===== src/timer_pkg.sv =====
package timer_pkg;

    //////////////////////////////////////////////////
    // Time formats
    //////////////////////////////////////////////////

    // One two digit BCD field
    typedef struct packed {
        logic [3:0] tens;
        logic [3:0] units;
    } bcd_pair_t;

    // RTC reading and display format
    typedef struct packed {
        bcd_pair_t hours;
        bcd_pair_t minutes;
        bcd_pair_t seconds;
    } bcd_time_t;

    // Switch setting, plain binary
    typedef struct packed {
        logic [4:0] hours;
        logic [5:0] minutes;
        logic [5:0] seconds;
    } set_time_t;

    typedef logic [16:0] day_secs_t;   // Up to 131071, one day fits

    //////////////////////////////////////////////////
    // Constants
    //////////////////////////////////////////////////

    localparam day_secs_t SECS_PER_MIN  = 17'd60;
    localparam day_secs_t SECS_PER_HOUR = 17'd3600;
    localparam day_secs_t SECS_PER_DAY  = 17'd86400;

    // Field limits, width of a decoded BCD pair
    localparam logic [6:0] MAX_HOURS   = 7'd23;
    localparam logic [6:0] MAX_MIN_SEC = 7'd59;

endpackage


===== src/bcd_time_decoder.sv =====
`timescale 1ns/100ps

module bcd_time_decoder
(
    input  logic                 clk,
    input  logic                 reset,
    input  timer_pkg::bcd_time_t rtc_time,
    input  logic                 rtc_valid,
    output timer_pkg::day_secs_t now_secs,
    output logic                 now_valid
);
    import timer_pkg::*;

    logic [6:0] hours_bin;
    logic [6:0] minutes_bin;
    logic [6:0] seconds_bin;
    logic       time_ok;

    // Both digits decimal
    function automatic logic digits_ok(input bcd_pair_t pair);
        return (pair.tens <= 4'd9) && (pair.units <= 4'd9);
    endfunction

    function automatic logic [6:0] pair_to_bin(input bcd_pair_t pair);
        return 7'(pair.tens) * 7'd10 + 7'(pair.units);
    endfunction

    assign hours_bin   = pair_to_bin(rtc_time.hours);
    assign minutes_bin = pair_to_bin(rtc_time.minutes);
    assign seconds_bin = pair_to_bin(rtc_time.seconds);

    assign time_ok = digits_ok(rtc_time.hours) && (hours_bin <= MAX_HOURS)
                  && digits_ok(rtc_time.minutes) && (minutes_bin <= MAX_MIN_SEC)
                  && digits_ok(rtc_time.seconds) && (seconds_bin <= MAX_MIN_SEC);

    //////////////////////////////////////////////////
    // Seconds of day register
    //////////////////////////////////////////////////

    always_ff @(posedge clk or posedge reset)
    begin
        if (reset)
            now_valid <= 1'b0;
        else
            now_valid <= rtc_valid && time_ok;   // Bad readings dropped here
    end

    always_ff @(posedge clk)
    begin
        if (rtc_valid && time_ok)
        begin
            now_secs <= day_secs_t'(hours_bin) * SECS_PER_HOUR
                      + day_secs_t'(minutes_bin) * SECS_PER_MIN
                      + day_secs_t'(seconds_bin);
        end
    end

endmodule


===== src/timer_control.sv =====
`timescale 1ns/100ps

module timer_control
(
    input  logic                 clk,
    input  logic                 reset,
    input  logic                 sw_timer,
    input  logic                 sw_ring,
    input  timer_pkg::set_time_t set_time,
    input  logic                 expired,
    output timer_pkg::day_secs_t duration,
    output logic                 arm,
    output logic                 running,
    output logic                 ring
);
    import timer_pkg::*;

    typedef enum logic [1:0] {
        st_idle,
        st_setting,
        st_running,
        st_ringing
    } state_t;

    state_t     state;
    state_t     state_next;
    logic [4:0] hours_c;
    logic [5:0] minutes_c;
    logic [5:0] seconds_c;
    day_secs_t  setting_secs;
    logic       arm_next;

    // Out of range switch fields clamp to the limit
    assign hours_c   = (7'(set_time.hours) > MAX_HOURS) ? 5'(MAX_HOURS) : set_time.hours;
    assign minutes_c = (7'(set_time.minutes) > MAX_MIN_SEC) ? 6'(MAX_MIN_SEC)
                                                            : set_time.minutes;
    assign seconds_c = (7'(set_time.seconds) > MAX_MIN_SEC) ? 6'(MAX_MIN_SEC)
                                                            : set_time.seconds;

    assign setting_secs = day_secs_t'(hours_c) * SECS_PER_HOUR
                        + day_secs_t'(minutes_c) * SECS_PER_MIN
                        + day_secs_t'(seconds_c);

    //////////////////////////////////////////////////
    // State machine
    //////////////////////////////////////////////////

    always_comb
    begin
        state_next = state;
        arm_next   = 1'b0;
        case (state)
            st_idle:
                if (sw_timer)
                    state_next = st_setting;
            st_setting:
            begin
                if (!sw_timer)
                begin
                    if (duration == '0)
                        state_next = st_idle;   // Nothing to count
                    else
                    begin
                        state_next = st_running;
                        arm_next   = 1'b1;
                    end
                end
            end
            st_running:
                if (expired)
                    state_next = st_ringing;
            st_ringing:
                if (sw_ring)
                    state_next = st_idle;
            default:
                state_next = st_idle;
        endcase
    end

    always_ff @(posedge clk or posedge reset)
    begin
        if (reset)
        begin
            state    <= st_idle;
            arm      <= 1'b0;
            duration <= '0;
        end
        else
        begin
            state <= state_next;
            arm   <= arm_next;
            if (sw_timer && (state == st_idle || state == st_setting))
                duration <= setting_secs;   // Last value before release wins
        end
    end

    assign running = (state == st_running) || (state == st_ringing);
    assign ring    = (state == st_ringing);

endmodule


===== src/countdown_calc.sv =====
`timescale 1ns/100ps

module countdown_calc
(
    input  logic                 clk,
    input  logic                 reset,
    input  timer_pkg::day_secs_t now_secs,
    input  logic                 now_valid,
    input  timer_pkg::day_secs_t duration,
    input  logic                 arm,
    input  logic                 running,
    output timer_pkg::day_secs_t remaining_secs,
    output logic                 remaining_update,
    output logic                 expired
);
    import timer_pkg::*;

    day_secs_t start_secs;
    day_secs_t elapsed;
    day_secs_t result;
    logic      started;
    logic      fired;       // Expiry already reported
    logic      take;
    logic      first;

    assign take  = now_valid && running;
    assign first = arm || !started;   // Arm restarts the count

    //////////////////////////////////////////////////
    // Elapsed and remaining time
    //////////////////////////////////////////////////

    always_comb
    begin
        elapsed = now_secs - start_secs;
        if (now_secs < start_secs)
            elapsed = elapsed + SECS_PER_DAY;   // Crossed midnight
        if (first)
            result = duration;
        else if (elapsed >= duration)
            result = '0;                        // Saturate
        else
            result = duration - elapsed;
    end

    always_ff @(posedge clk or posedge reset)
    begin
        if (reset)
        begin
            started          <= 1'b0;
            fired            <= 1'b0;
            remaining_update <= 1'b0;
            expired          <= 1'b0;
        end
        else
        begin
            remaining_update <= take;
            expired          <= take && (result == '0) && (arm || !fired);
            if (arm)
            begin
                started <= 1'b0;
                fired   <= 1'b0;
            end
            if (take)
            begin
                started <= 1'b1;
                if (result == '0)
                    fired <= 1'b1;
            end
        end
    end

    always_ff @(posedge clk)
    begin
        if (take)
        begin
            remaining_secs <= result;
            if (first)
                start_secs <= now_secs;
        end
    end

endmodule


===== src/bcd_time_encoder.sv =====
`timescale 1ns/100ps

module bcd_time_encoder
(
    input  logic                 clk,
    input  logic                 reset,
    input  timer_pkg::day_secs_t remaining_secs,
    input  logic                 remaining_update,
    output timer_pkg::bcd_time_t remaining
);
    import timer_pkg::*;

    day_secs_t  rest_secs;
    logic [6:0] hours_bin;
    logic [6:0] minutes_bin;
    logic [6:0] seconds_bin;
    bcd_time_t  remaining_next;

    function automatic bcd_pair_t to_bcd_pair(input logic [6:0] value);
        bcd_pair_t pair;
        pair.tens  = 4'(value / 7'd10);
        pair.units = 4'(value % 7'd10);
        return pair;
    endfunction

    //////////////////////////////////////////////////
    // Split into fields
    //////////////////////////////////////////////////

    // Hours stay below 24 since the duration is under a day
    assign hours_bin   = 7'(remaining_secs / SECS_PER_HOUR);
    assign rest_secs   = remaining_secs % SECS_PER_HOUR;
    assign minutes_bin = 7'(rest_secs / SECS_PER_MIN);
    assign seconds_bin = 7'(rest_secs % SECS_PER_MIN);

    always_comb
    begin
        remaining_next.hours   = to_bcd_pair(hours_bin);
        remaining_next.minutes = to_bcd_pair(minutes_bin);
        remaining_next.seconds = to_bcd_pair(seconds_bin);
    end

    //////////////////////////////////////////////////
    // Display register
    //////////////////////////////////////////////////

    always_ff @(posedge clk or posedge reset)
    begin
        if (reset)
            remaining <= '0;
        else if (remaining_update)
            remaining <= remaining_next;   // Held until next update
    end

endmodule


===== src/countdown_timer.sv =====
`timescale 1ns/100ps

module countdown_timer
(
    input  logic                 clk,
    input  logic                 reset,
    input  logic                 sw_timer,
    input  logic                 sw_ring,
    input  timer_pkg::set_time_t set_time,
    input  timer_pkg::bcd_time_t rtc_time,
    input  logic                 rtc_valid,
    output timer_pkg::bcd_time_t remaining,
    output logic                 running,
    output logic                 ring
);
    import timer_pkg::*;

    day_secs_t now_secs;
    logic      now_valid;
    day_secs_t duration;
    logic      arm;
    day_secs_t remaining_secs;
    logic      remaining_update;
    logic      expired;

    // RTC side
    bcd_time_decoder i_bcd_time_decoder
    (
        .clk       (clk),
        .reset     (reset),
        .rtc_time  (rtc_time),
        .rtc_valid (rtc_valid),
        .now_secs  (now_secs),
        .now_valid (now_valid)
    );

    // Switch side
    timer_control i_timer_control
    (
        .clk      (clk),
        .reset    (reset),
        .sw_timer (sw_timer),
        .sw_ring  (sw_ring),
        .set_time (set_time),
        .expired  (expired),
        .duration (duration),
        .arm      (arm),
        .running  (running),
        .ring     (ring)
    );

    countdown_calc i_countdown_calc
    (
        .clk              (clk),
        .reset            (reset),
        .now_secs         (now_secs),
        .now_valid        (now_valid),
        .duration         (duration),
        .arm              (arm),
        .running          (running),
        .remaining_secs   (remaining_secs),
        .remaining_update (remaining_update),
        .expired          (expired)
    );

    bcd_time_encoder i_bcd_time_encoder
    (
        .clk              (clk),
        .reset            (reset),
        .remaining_secs   (remaining_secs),
        .remaining_update (remaining_update),
        .remaining        (remaining)
    );

endmodule


===== config.mk =====
export PLATFORM = sky130hd
export DESIGN_NAME = countdown_timer
export DESIGN_NICKNAME = d
export VERILOG_FILES = /design/src/timer_pkg.sv /design/src/bcd_time_decoder.sv /design/src/timer_control.sv /design/src/countdown_calc.sv /design/src/bcd_time_encoder.sv /design/src/countdown_timer.sv
export SDC_FILE = /design/constraint.sdc
export NUM_CORES = 1
export LEC_CHECK = 0
export BUFFER_PORTS_ARGS = -buffer_cell sky130_fd_sc_hd__buf_2
export CAP_MARGIN = 20
export CORE_MARGIN = 3
export CORE_UTILIZATION = 55
export CTS_BUF_LIST = sky130_fd_sc_hd__clkbuf_8
export DETAILED_ROUTE_END_ITERATION = 16
export PLACE_DENSITY = 0.85
export SYNTH_ARGS = -nofsm -noshare
export SYNTH_HDL_FRONTEND = slang
export SYNTH_SLANG_ARGS = --single-unit

===== constraint.sdc =====
create_clock -name clk -period 10.45 [get_ports clk]
set_input_delay 2.09 -clock clk [delete_from_list [all_inputs] [get_ports clk]]
set_output_delay 2.09 -clock clk [all_outputs]
set_load 0.1 [all_outputs]

==> flow_summary.json, run 1 <==
{
  "syn_to_final_growth_pct": 6.53,
  "clock.fmax_ghz": 0.101,
  "slowest_delay_ps": 670,
  "dpl_worst_slack_ps": 522,
  "die_x_um": 156,
  "critical_path_class": "flop to flop",
  "status": "finished, final reports clean",
  "clk_latency_ps": 390,
  "drv_slew": 0,
  "vias_per_cell": 6.09,
  "synthArstFlopShare_pct": 48.5,
  "synth_cells": 1398,
  "crit_path_max_fanout": 13,
  "grt_start_max_net_pins": 49,
  "finalSetupViolations": 0,
  "min_period_ps": 9900,
  "grt_pass1_vias": 9978,
  "layout-drive-gt1-share_pct": 11.5,
  "synthSimpleGateAreaFrac_pct": 14.3,
  "io_pins": 72,
  "drc": 0,
  "num_vias": 10500,
  "cts_hold_buf": 0,
  "cp_data_required_time_ps": 10740,
  "layout.cells.non_filler": 1726,
  "antennaDiodeCount": 0,
  "maxCapViolCount": 0,
  "drt_iter0_drc": 702,
  "dp_hpwl_um": 21600,
  "syn_area_per_cell_um2": 8.85,
  "multi_input_area_mm2": 0.00899,
  "post-synth-top-count-cell": "ha_1",
  "die_height_um": 156,
  "clockBufferDepth": 2,
  "wirelength_um": 26900,
  "hold_class": "flop to flop",
  "synthXorXnorAreaFrac_pct": 8.63,
  "ys_warn_count": 0,
  "antenna_found_initial": 0,
  "power_leakage_nw": 6.12,
  "drtAntennaViolNets": 0,
  "yosysUniqueCellTypes": 105,
  "dp.cells": 1708,
  "first_pass_iters": 5,
  "overflow": 0,
  "vdd_ir_drop_max_uv": 311,
  "worstPathArrival_ps": 10190,
  "grt_first_pass_wirelength_um": 44800,
  "track_usage_pct": 21.7,
  "slew_headroom_pct": 33.4,
  "path_clk_slew_ps": 110,
  "cts.sinks": 99,
  "synth_top_family_by_area": "adder cells",
  "synth_compound_area_share_pct": 22.7,
  "path_delay_family": "compound AO/OA/AOI/OAI gates",
  "core.rowCount": 54,
  "seqCellArea_mm2": 0.00273,
  "cts_tree": "yes",
  "ys_top_cells_by_count": "ha_1, inv_1, nand2_1, xnor2_1, a21oi_1",
  "stdcell_area_mm2": 0.0132,
  "core_mm2": 0.0220,
  "synthAdderAreaFrac_pct": 24.2,
  "finalHoldViolations": 0,
  "die-area_mm2": 0.0243,
  "powerDensity_mw_per_mm2": 234,
  "io_buffers": 70,
  "start_util_pct": 56.3,
  "final.hold.worst_slack_ps": 458,
  "worst_clock_skew_ps": 16.1,
  "fillers": 1811,
  "synth_seq_cells": 99,
  "ys_top_cells_by_area": "ha_1, edfxtp_1, dfrtp_1",
  "wire_per_inst_um": 15.6,
  "syn_area_mm2": 0.0124,
  "synth_ff_type": "edfxtp_1",
  "yosysTopAreaCell": "ha_1",
  "setup_slack_ps": 550,
  "critPathCaptureType": "flop",
  "synth_fp_nets": 1658,
  "worst_pin_slew_ps": 1000,
  "min_period_over_period_pct": 94.7,
  "synth-seq-area-share_pct": 22.1,
  "dpl-instance-area_mm2": 0.0129,
  "root_buffer": "clkbuf_8",
  "yosysTopAreaCellShare_pct": 17.7,
  "htreeDepth": 3,
  "cts_made_buffers": 9,
  "nets": 1701,
  "yosys-mux-area-fraction_pct": 2.30,
  "cp_num_buf_inv": 2,
  "crit_path_top_delay_cell": "or4_4",
  "routabilityCongestion": 0.924,
  "start_kind": "flop",
  "synth_edf_count": 51
}
==> flip-flops by register name, summed over array words and instances (netlist names), named ones only <==
name,flops
i_countdown_calc.start_secs,17
i_countdown_calc.started,1
i_timer_control.duration,17
i_countdown_calc.remaining_update,1
i_bcd_time_decoder.now_valid,1
i_bcd_time_decoder.now_secs,17
i_timer_control.state,1
i_countdown_calc.fired,1
i_countdown_calc.remaining_secs,17
i_timer_control.arm,1
i_countdown_calc.expired,1
i_bcd_time_encoder.remaining,23
==> where the power goes <==
part           internal (mW)  leakage (nW)  switching, mW
Combinational           1.01          4.92           1.19
Sequential             0.569          1.09         0.0616
Clock                  0.115         0.107          0.146
==> layout by cell type, fill, tap and decap left out, types with 8 or more instances in the layout <==
cell type and instances:
a21o_1 53, nand2_1 99, buf_2 70, a21oi_1 92, fa_1 39, mux2_2 16, xor2_1 24, nor2_1 61
nor4_1 14, o21bai_1 29, nor2b_1 15, dfrtp_1 48, nand2b_1 23, or3_1 9, inv_1 132, a31oi_1 11
nand3_1 24, clkbuf_8 9, and2_1 16, edfxtp_1 51, o21ai_0 82, o21ai_1 8, o211ai_1 15, mux2i_1 9
ha_1 175, nand4_1 15, xnor2_1 95, nor3_1 18, a211oi_1 15
==> cells by family after synthesis <==
logic type      Yosys count
compound gates          411
flops                    99
xor+xnor                121
simple gates            343
mux                      26
fa+ha+maj               216
other cells               1
buf+inv                 181
==> stage by stage <==
step / utilization, % / power (mW) / setup TNS, ps
after floorplan: - / 2.42 / 0
after global placement: 58.8 / 2.72 / 0
after detailed placement: 58.8 / 2.82 / 0
after CTS: 59.7 / 3.10 / 0
after global routing: 60.0 / 3.40 / -451
final: 60.0 / 3.09 / 0
==> cell type report <==
| cell class | count | area share (%) |
|---|---|---|
| Clock buffer | 9 | 0.940 |
| Clock inverter | 7 | 0.608 |
| Inverter | 136 | 3.87 |
| Multi-Input combinational cell | 1119 | 68.2 |
| Sequential cell | 99 | 20.7 |
| Tap cell | 280 | 2.66 |
| Timing Repair Buffer | 76 | 3.00 |
==> repair_timing <==
action | CTS | global route
setup endpoints to repair | 0 | 7
resized for setup | 0 | 8
buffers inserted | 0 | 1
==> routing by layer <==
layer  part of all wire [%]  track usage, %  vias to the layer above
met5                      0               0                        -
met4                    2.9            7.74                        0
met3                    4.7            2.94                       57
met2                     51            38.9                      306
met1                     42            26.6                     5013
li1                       -               -                     5131
==> worst paths after layout <==
| kind | start | endpoint | slack, ps | cells after the start |
|---|---|---|---|---|
| worst max-delay path | i_countdown_calc.remaining_secs[12]$_DFFE_PP_ | i_bcd_time_encoder.remaining[9]$_DFFE_PP0P_ | 550 | 33 |
| worst min-delay path | i_bcd_time_decoder.now_secs[0]$_DFFE_PP_ | i_countdown_calc.start_secs[0]$_DFFE_PP_ | 460 | 0 |
| worst max register to register | i_countdown_calc.remaining_secs[12]$_DFFE_PP_ | i_bcd_time_encoder.remaining[9]$_DFFE_PP0P_ | 550 | 33 |
| worst min register to register | i_bcd_time_decoder.now_secs[0]$_DFFE_PP_ | i_countdown_calc.start_secs[0]$_DFFE_PP_ | 460 | 0 |
| max in group asynchronous | reset | i_timer_control.duration[7]$_DFFE_PP0P_ | 8140 | 3 |
| min in group asynchronous | reset | i_bcd_time_encoder.remaining[15]$_DFFE_PP0P_ | 1860 | 3 |
(Power assumes the default switching activity.)
==> run 2: changes to the inputs <==
--- a/config.mk
+++ b/config.mk
@@ -12,6 +12,7 @@
 export CTS_BUF_LIST = sky130_fd_sc_hd__clkbuf_8
 export DETAILED_ROUTE_END_ITERATION = 16
 export PLACE_DENSITY = 0.85
+export RECOVER_POWER = 50
 export SYNTH_ARGS = -nofsm -noshare
 export SYNTH_HDL_FRONTEND = slang
 export SYNTH_SLANG_ARGS = --single-unit
==> flow_summary.json, run 2 (synthesis results as in run 1) <==
{
  "power_leakage_nw": 6.11,
  "violations": "max-capacitance violations, max-slew violations",
  "r2r-start": "i_countdown_calc.remaining_secs[12]$_DFFE_PP_",
  "vdd_ir_drop_max_uv": 311,
  "utilization_pct": 60.0,
  "syn_to_final_growth_pct": 6.46,
  "setup_slack_ps": 538,
  "maxCapViolCount": 1,
  "worstPathArrival_ps": 10210,
  "io_buffers": 70,
  "core.rowCount": 54,
  "cp_num_buf_inv": 2,
  "drv_slew": 49,
  "core_mm2": 0.0220,
  "start_kind": "flop",
  "finalHoldViolations": 0,
  "fin_setup_tns_ps": 0,
  "drc": 0,
  "worst_r2r_path_depth": 33,
  "crit_path_start": "i_countdown_calc.remaining_secs[12]$_DFFE_PP_",
  "antenna_found_initial": 0,
  "finalSetupViolations": 0,
  "critical_path_class": "flop to flop",
  "die-area_mm2": 0.0243,
  "worst_clock_skew_ps": 16.2,
  "dp_hpwl_um": 21600,
  "wirelength_um": 26800,
  "status": "finished with violations",
  "dpl_worst_slack_ps": 522,
  "die_height_um": 156,
  "worst_pin_slew_ps": 2790,
  "vias_per_cell": 6.07,
  "critPathCaptureType": "flop",
  "htreeDepth": 3,
  "root_buffer": "clkbuf_8",
  "overflow": 0,
  "layout.cells.non_filler": 1726,
  "routabilityCongestion": 0.924,
  "io_pins": 72,
  "clockBufferDepth": 2,
  "cp_data_required_time_ps": 10740,
  "r2r_setup_slack_ps": 540,
  "cts_hold_buf": 0,
  "slowest_delay_ps": 670,
  "cts_tree": "yes",
  "fillers": 1816,
  "highest_layer": "met4",
  "final_cell_mix": "ha_1, inv_1, nand2_1",
  "hold_class": "flop to flop",
  "met1_length_um": 11300,
  "nets": 1701,
  "grt_start_max_net_pins": 49,
  "antennaDiodeCount": 0,
  "met3RoutedLength_um": 1250,
  "slew_headroom_pct": -85.8,
  "layout_commonest_cell": "ha_1",
  "reg2reg_to": "i_bcd_time_encoder.remaining[9]$_DFFE_PP0P_",
  "wire_per_inst_um": 15.6,
  "num_vias": 10500,
  "critical_path_depth": 33,
  "clk_latency_ps": 390,
  "powerDensity_mw_per_mm2": 234,
  "seqCellArea_mm2": 0.00273,
  "first_pass_iters": 5,
  "drtAntennaViolNets": 0,
  "drt_iter0_drc": 695,
  "dp.cells": 1708,
  "cts.sinks": 99,
  "grt_first_pass_wirelength_um": 44800,
  "regMostFlops": "i_bcd_time_encoder.remaining",
  "crit_path_max_fanout": 13,
  "final.hold.worst_slack_ps": 457,
  "min_period_over_period_pct": 94.9,
  "track_usage_pct": 21.7,
  "min_period_ps": 9910,
  "multi_input_area_mm2": 0.00899,
  "wl_met2_um": 13600,
  "path_clk_slew_ps": 110,
  "crit_path_top_delay_cell": "or4_4",
  "endpoint": "i_bcd_time_encoder.remaining[9]$_DFFE_PP0P_",
  "grt_pass1_vias": 9978,
  "largest_reg_flops": 23,
  "layout-drive-gt1-share_pct": 11.3,
  "clock.fmax_ghz": 0.101,
  "path_delay_family": "compound AO/OA/AOI/OAI gates",
  "min_from": "i_bcd_time_decoder.now_secs[0]$_DFFE_PP_",
  "start_util_pct": 56.3,
  "die_x_um": 156,
  "cts_made_buffers": 9
}
==> run 2: repair_timing <==
item                                    4_1_cts  5_1_grt
endpoints found under the setup margin        0        7
resized for setup                             0        8
hold endpoints to repair                      0        0
setup buffers                                 0        1
==> run 2: area by class of cell <==
cell class,count,share of cell area (%)
clock buffer,9,0.941
sequential,99,20.7
multi-input combinational,1119,68.2
clock inverter,7,0.608
inverter,136,3.88
timing repair buffer,76,2.94
tap,280,2.66
==> run 2: worst register-to-register path: cells and delay by family (launching register included) <==
kind / cells / cell delay, ps
multiplexers: 1 / 390
AND/OR/NAND/NOR: 10 / 3320
XOR/XNOR: 2 / 540
AO/OA/AOI/OAI: 16 / 4590
adder cells (fa/ha/maj): 2 / 400
buffers and inverters: 2 / 140
flip-flops: 1 / 480
==> run 2: routing by layer <==
layer  vias to the layer above  global-route usage [%]
met3                        55                    2.94
met4                         0                    7.74
met1                      4995                    26.6
met2                       293                    38.9
met5                         -                       0
li1                       5131                       -
==> run 2: power by group <==
part	internal, mW	switching, mW	leakage, nW	total [mW]
Sequential	0.569	0.0615	1.09	0.631
Clock	0.115	0.146	0.107	0.261
Combinational	1.01	1.19	4.91	2.19
Total	1.69	1.39	6.11	3.09
==> run 2: worst min path at each step <==
stage,slack [ps],endpoint,cells past startpoint
floorplan,420,i_countdown_calc.expired$_DFF_PP0_,1
global placement,430,i_countdown_calc.expired$_DFF_PP0_,1
detailed placement,450,i_countdown_calc.expired$_DFF_PP0_,1
CTS,460,i_countdown_calc.expired$_DFF_PP0_,1
global route,470,i_countdown_calc.expired$_DFF_PP0_,1
finish,460,i_countdown_calc.start_secs[0]$_DFFE_PP_,0
==> run 2: metrics by stage <==
stage                     cell area, um^2  total power, mW
final                               13200             3.09
after floorplan                     12400             2.42
after global placement              12900             2.72
after global routing                13200             3.40
after CTS                           13100             3.10
after detailed placement            12900             2.82
==> run 3: changes to the inputs <==
--- a/config.mk
+++ b/config.mk
@@ -13,6 +13,7 @@
 export DETAILED_ROUTE_END_ITERATION = 16
 export PLACE_DENSITY = 0.85
 export RECOVER_POWER = 50
+export REMOVE_ABC_BUFFERS = 1
 export SYNTH_ARGS = -nofsm -noshare
 export SYNTH_HDL_FRONTEND = slang
 export SYNTH_SLANG_ARGS = --single-unit
==> flow_summary.json, run 3 (synthesis results as in run 1) <==
{
  "crit_path_max_fanout": 20,
  "critical_path_class": "flop to flop",
  "slowest_delay_ps": 680,
  "violations": "max-capacitance violations, max-slew violations",
  "io_buffers": 70,
  "crit_path_top_delay_cell": "edfxtp_1",
  "wire_per_inst_um": 15.4,
  "finalSetupViolations": 0,
  "io_pins": 72,
  "maxCapViolCount": 1,
  "final_cell_mix": "ha_1, inv_1, nand2_1",
  "clock.fmax_ghz": 0.102,
  "core_mm2": 0.0220,
  "worst_pin_slew_ps": 2880,
  "critPathCaptureType": "flop",
  "track_usage_pct": 21.9,
  "layout.cells.non_filler": 1726,
  "clk_latency_ps": 390,
  "slew_headroom_pct": -92.2,
  "drc": 0,
  "pwr-share-seq_pct": 20.8,
  "hold_class": "flop to flop",
  "core.rowCount": 54,
  "cts_hold_buf": 0,
  "worstPathArrival_ps": 10070,
  "wirelength_um": 26500,
  "fillers": 1852,
  "largest_reg_flops": 23,
  "die_x_um": 156,
  "power_mw": 3.04,
  "combPwrFrac_pct": 71.7,
  "worst_r2r_path_depth": 33,
  "status": "finished with violations",
  "drtAntennaViolNets": 0,
  "worst_clock_skew_ps": 19.7,
  "dp.cells": 1709,
  "power.internal_mw": 1.66,
  "vias_per_cell": 6.02,
  "dpl-instance-area_mm2": 0.0129,
  "grt_start_max_net_pins": 49,
  "dpl_worst_slack_ps": 614,
  "first_pass_iters": 7,
  "overflow": 0,
  "regMostFlops": "i_bcd_time_encoder.remaining",
  "rsz0062_at_grt": "no",
  "start_util_pct": 56.3,
  "antenna_found_initial": 0,
  "p_sw_share_pct": 45.2,
  "die-area_mm2": 0.0243,
  "p_sw_mw": 1.37,
  "start_kind": "flop",
  "grt_first_pass_wirelength_um": 45300,
  "die_height_um": 156,
  "cts.sinks": 99,
  "stdcell_area_mm2": 0.0131,
  "htreeDepth": 3,
  "fin_setup_tns_ps": 0,
  "clockPowerShare_pct": 7.5,
  "root_buffer": "clkbuf_8",
  "layout_commonest_cell": "ha_1",
  "routabilityCongestion": 0.879,
  "antennaDiodeCount": 0,
  "min_period_over_period_pct": 93.7,
  "drv_slew": 49,
  "drt_iter0_drc": 680,
  "clockBufferDepth": 2,
  "cp_data_required_time_ps": 10740,
  "finalHoldViolations": 0,
  "power_leakage_nw": 6.09,
  "dp_hpwl_um": 21400,
  "num_vias": 10400,
  "cts_tree": "yes",
  "vdd_ir_drop_max_uv": 340,
  "powerDensity_mw_per_mm2": 232,
  "cts_made_buffers": 9,
  "min_delay_path_depth": 1,
  "path_clk_slew_ps": 100,
  "grt_pass1_vias": 10200,
  "syn_to_final_growth_pct": 5.87,
  "nets": 1701,
  "setup_slack_ps": 661,
  "layout-drive-gt1-share_pct": 10.7,
  "min_period_ps": 9790
}
## run 3: final timing paths
check	start	to	slack (ps)
max	i_countdown_calc.remaining_secs[13]$_DFFE_PP_	i_bcd_time_encoder.remaining[10]$_DFFE_PP0P_	660
min	i_countdown_calc.fired$_DFF_PP0_	i_countdown_calc.expired$_DFF_PP0_	460
max reg2reg	i_countdown_calc.remaining_secs[13]$_DFFE_PP_	i_bcd_time_encoder.remaining[10]$_DFFE_PP0P_	660
min reg2reg	i_countdown_calc.fired$_DFF_PP0_	i_countdown_calc.expired$_DFF_PP0_	460
max in group asynchronous	reset	i_timer_control.duration[9]$_DFFE_PP0P_	6030
min in group asynchronous	reset	i_bcd_time_encoder.remaining[7]$_DFFE_PP0P_	2780
## run 3: routing by layer
metal	part of all wire, %	global-route usage, %
met4	2.3	6.73
met5	0	0
met3	4.9	2.86
met2	50	39.5
met1	43	27.1
## run 3: repair_timing
| action | in CTS | in global routing |
|---|---|---|
| setup endpoints to repair | 0 | 7 |
| buffers inserted | 0 | 1 |
| gates resized for setup | 0 | 3 |
## run 3: power groups by stage
stage | Sequential [mW] | Combinational (mW) | Clock (mW)
2_1_floorplan | 0.667 | 1.74 | 0
3_3_place_gp | 0.634 | 2.07 | 0
3_5_place_dp | 0.636 | 2.17 | 0
4_1_cts | 0.628 | 2.20 | 0.233
5_1_grt | 0.634 | 2.48 | 0.249
6_report | 0.630 | 2.18 | 0.229
## run 3: cell type report
| cell class | count | area, um^2 | share of cell area, % |
|---|---|---|---|
| Multi-Input combinational cell | 1118 | 8940 | 68.2 |
| Sequential cell | 99 | 2730 | 20.9 |
| Inverter | 136 | 510 | 3.90 |
| Timing Repair Buffer | 77 | 389 | 2.97 |
| Tap cell | 280 | 350 | 2.68 |
| Clock buffer | 9 | 124 | 0.946 |
| Clock inverter | 7 | 53.8 | 0.411 |
## run 3: worst max-delay path: cells and delay by family, from the launching register on
kind	cells	cell delay (ps)
compound gates	17	4460
simple gates	9	3080
flops	1	680
xor+xnor	2	520
fa+ha+maj	2	400
mux	1	390
buf+inv	2	160
## run 3: per-stage QoR
| stage | hold WS (ps) | utilization (%) |
|---|---|---|
| 2_1_floorplan | 419 | - |
| 3_3_place_gp | 439 | 58.8 |
| 3_5_place_dp | 449 | 58.8 |
| 4_1_cts | 468 | 59.6 |
| 5_1_grt | 488 | 59.6 |
| 6_report | 465 | 59.6 |
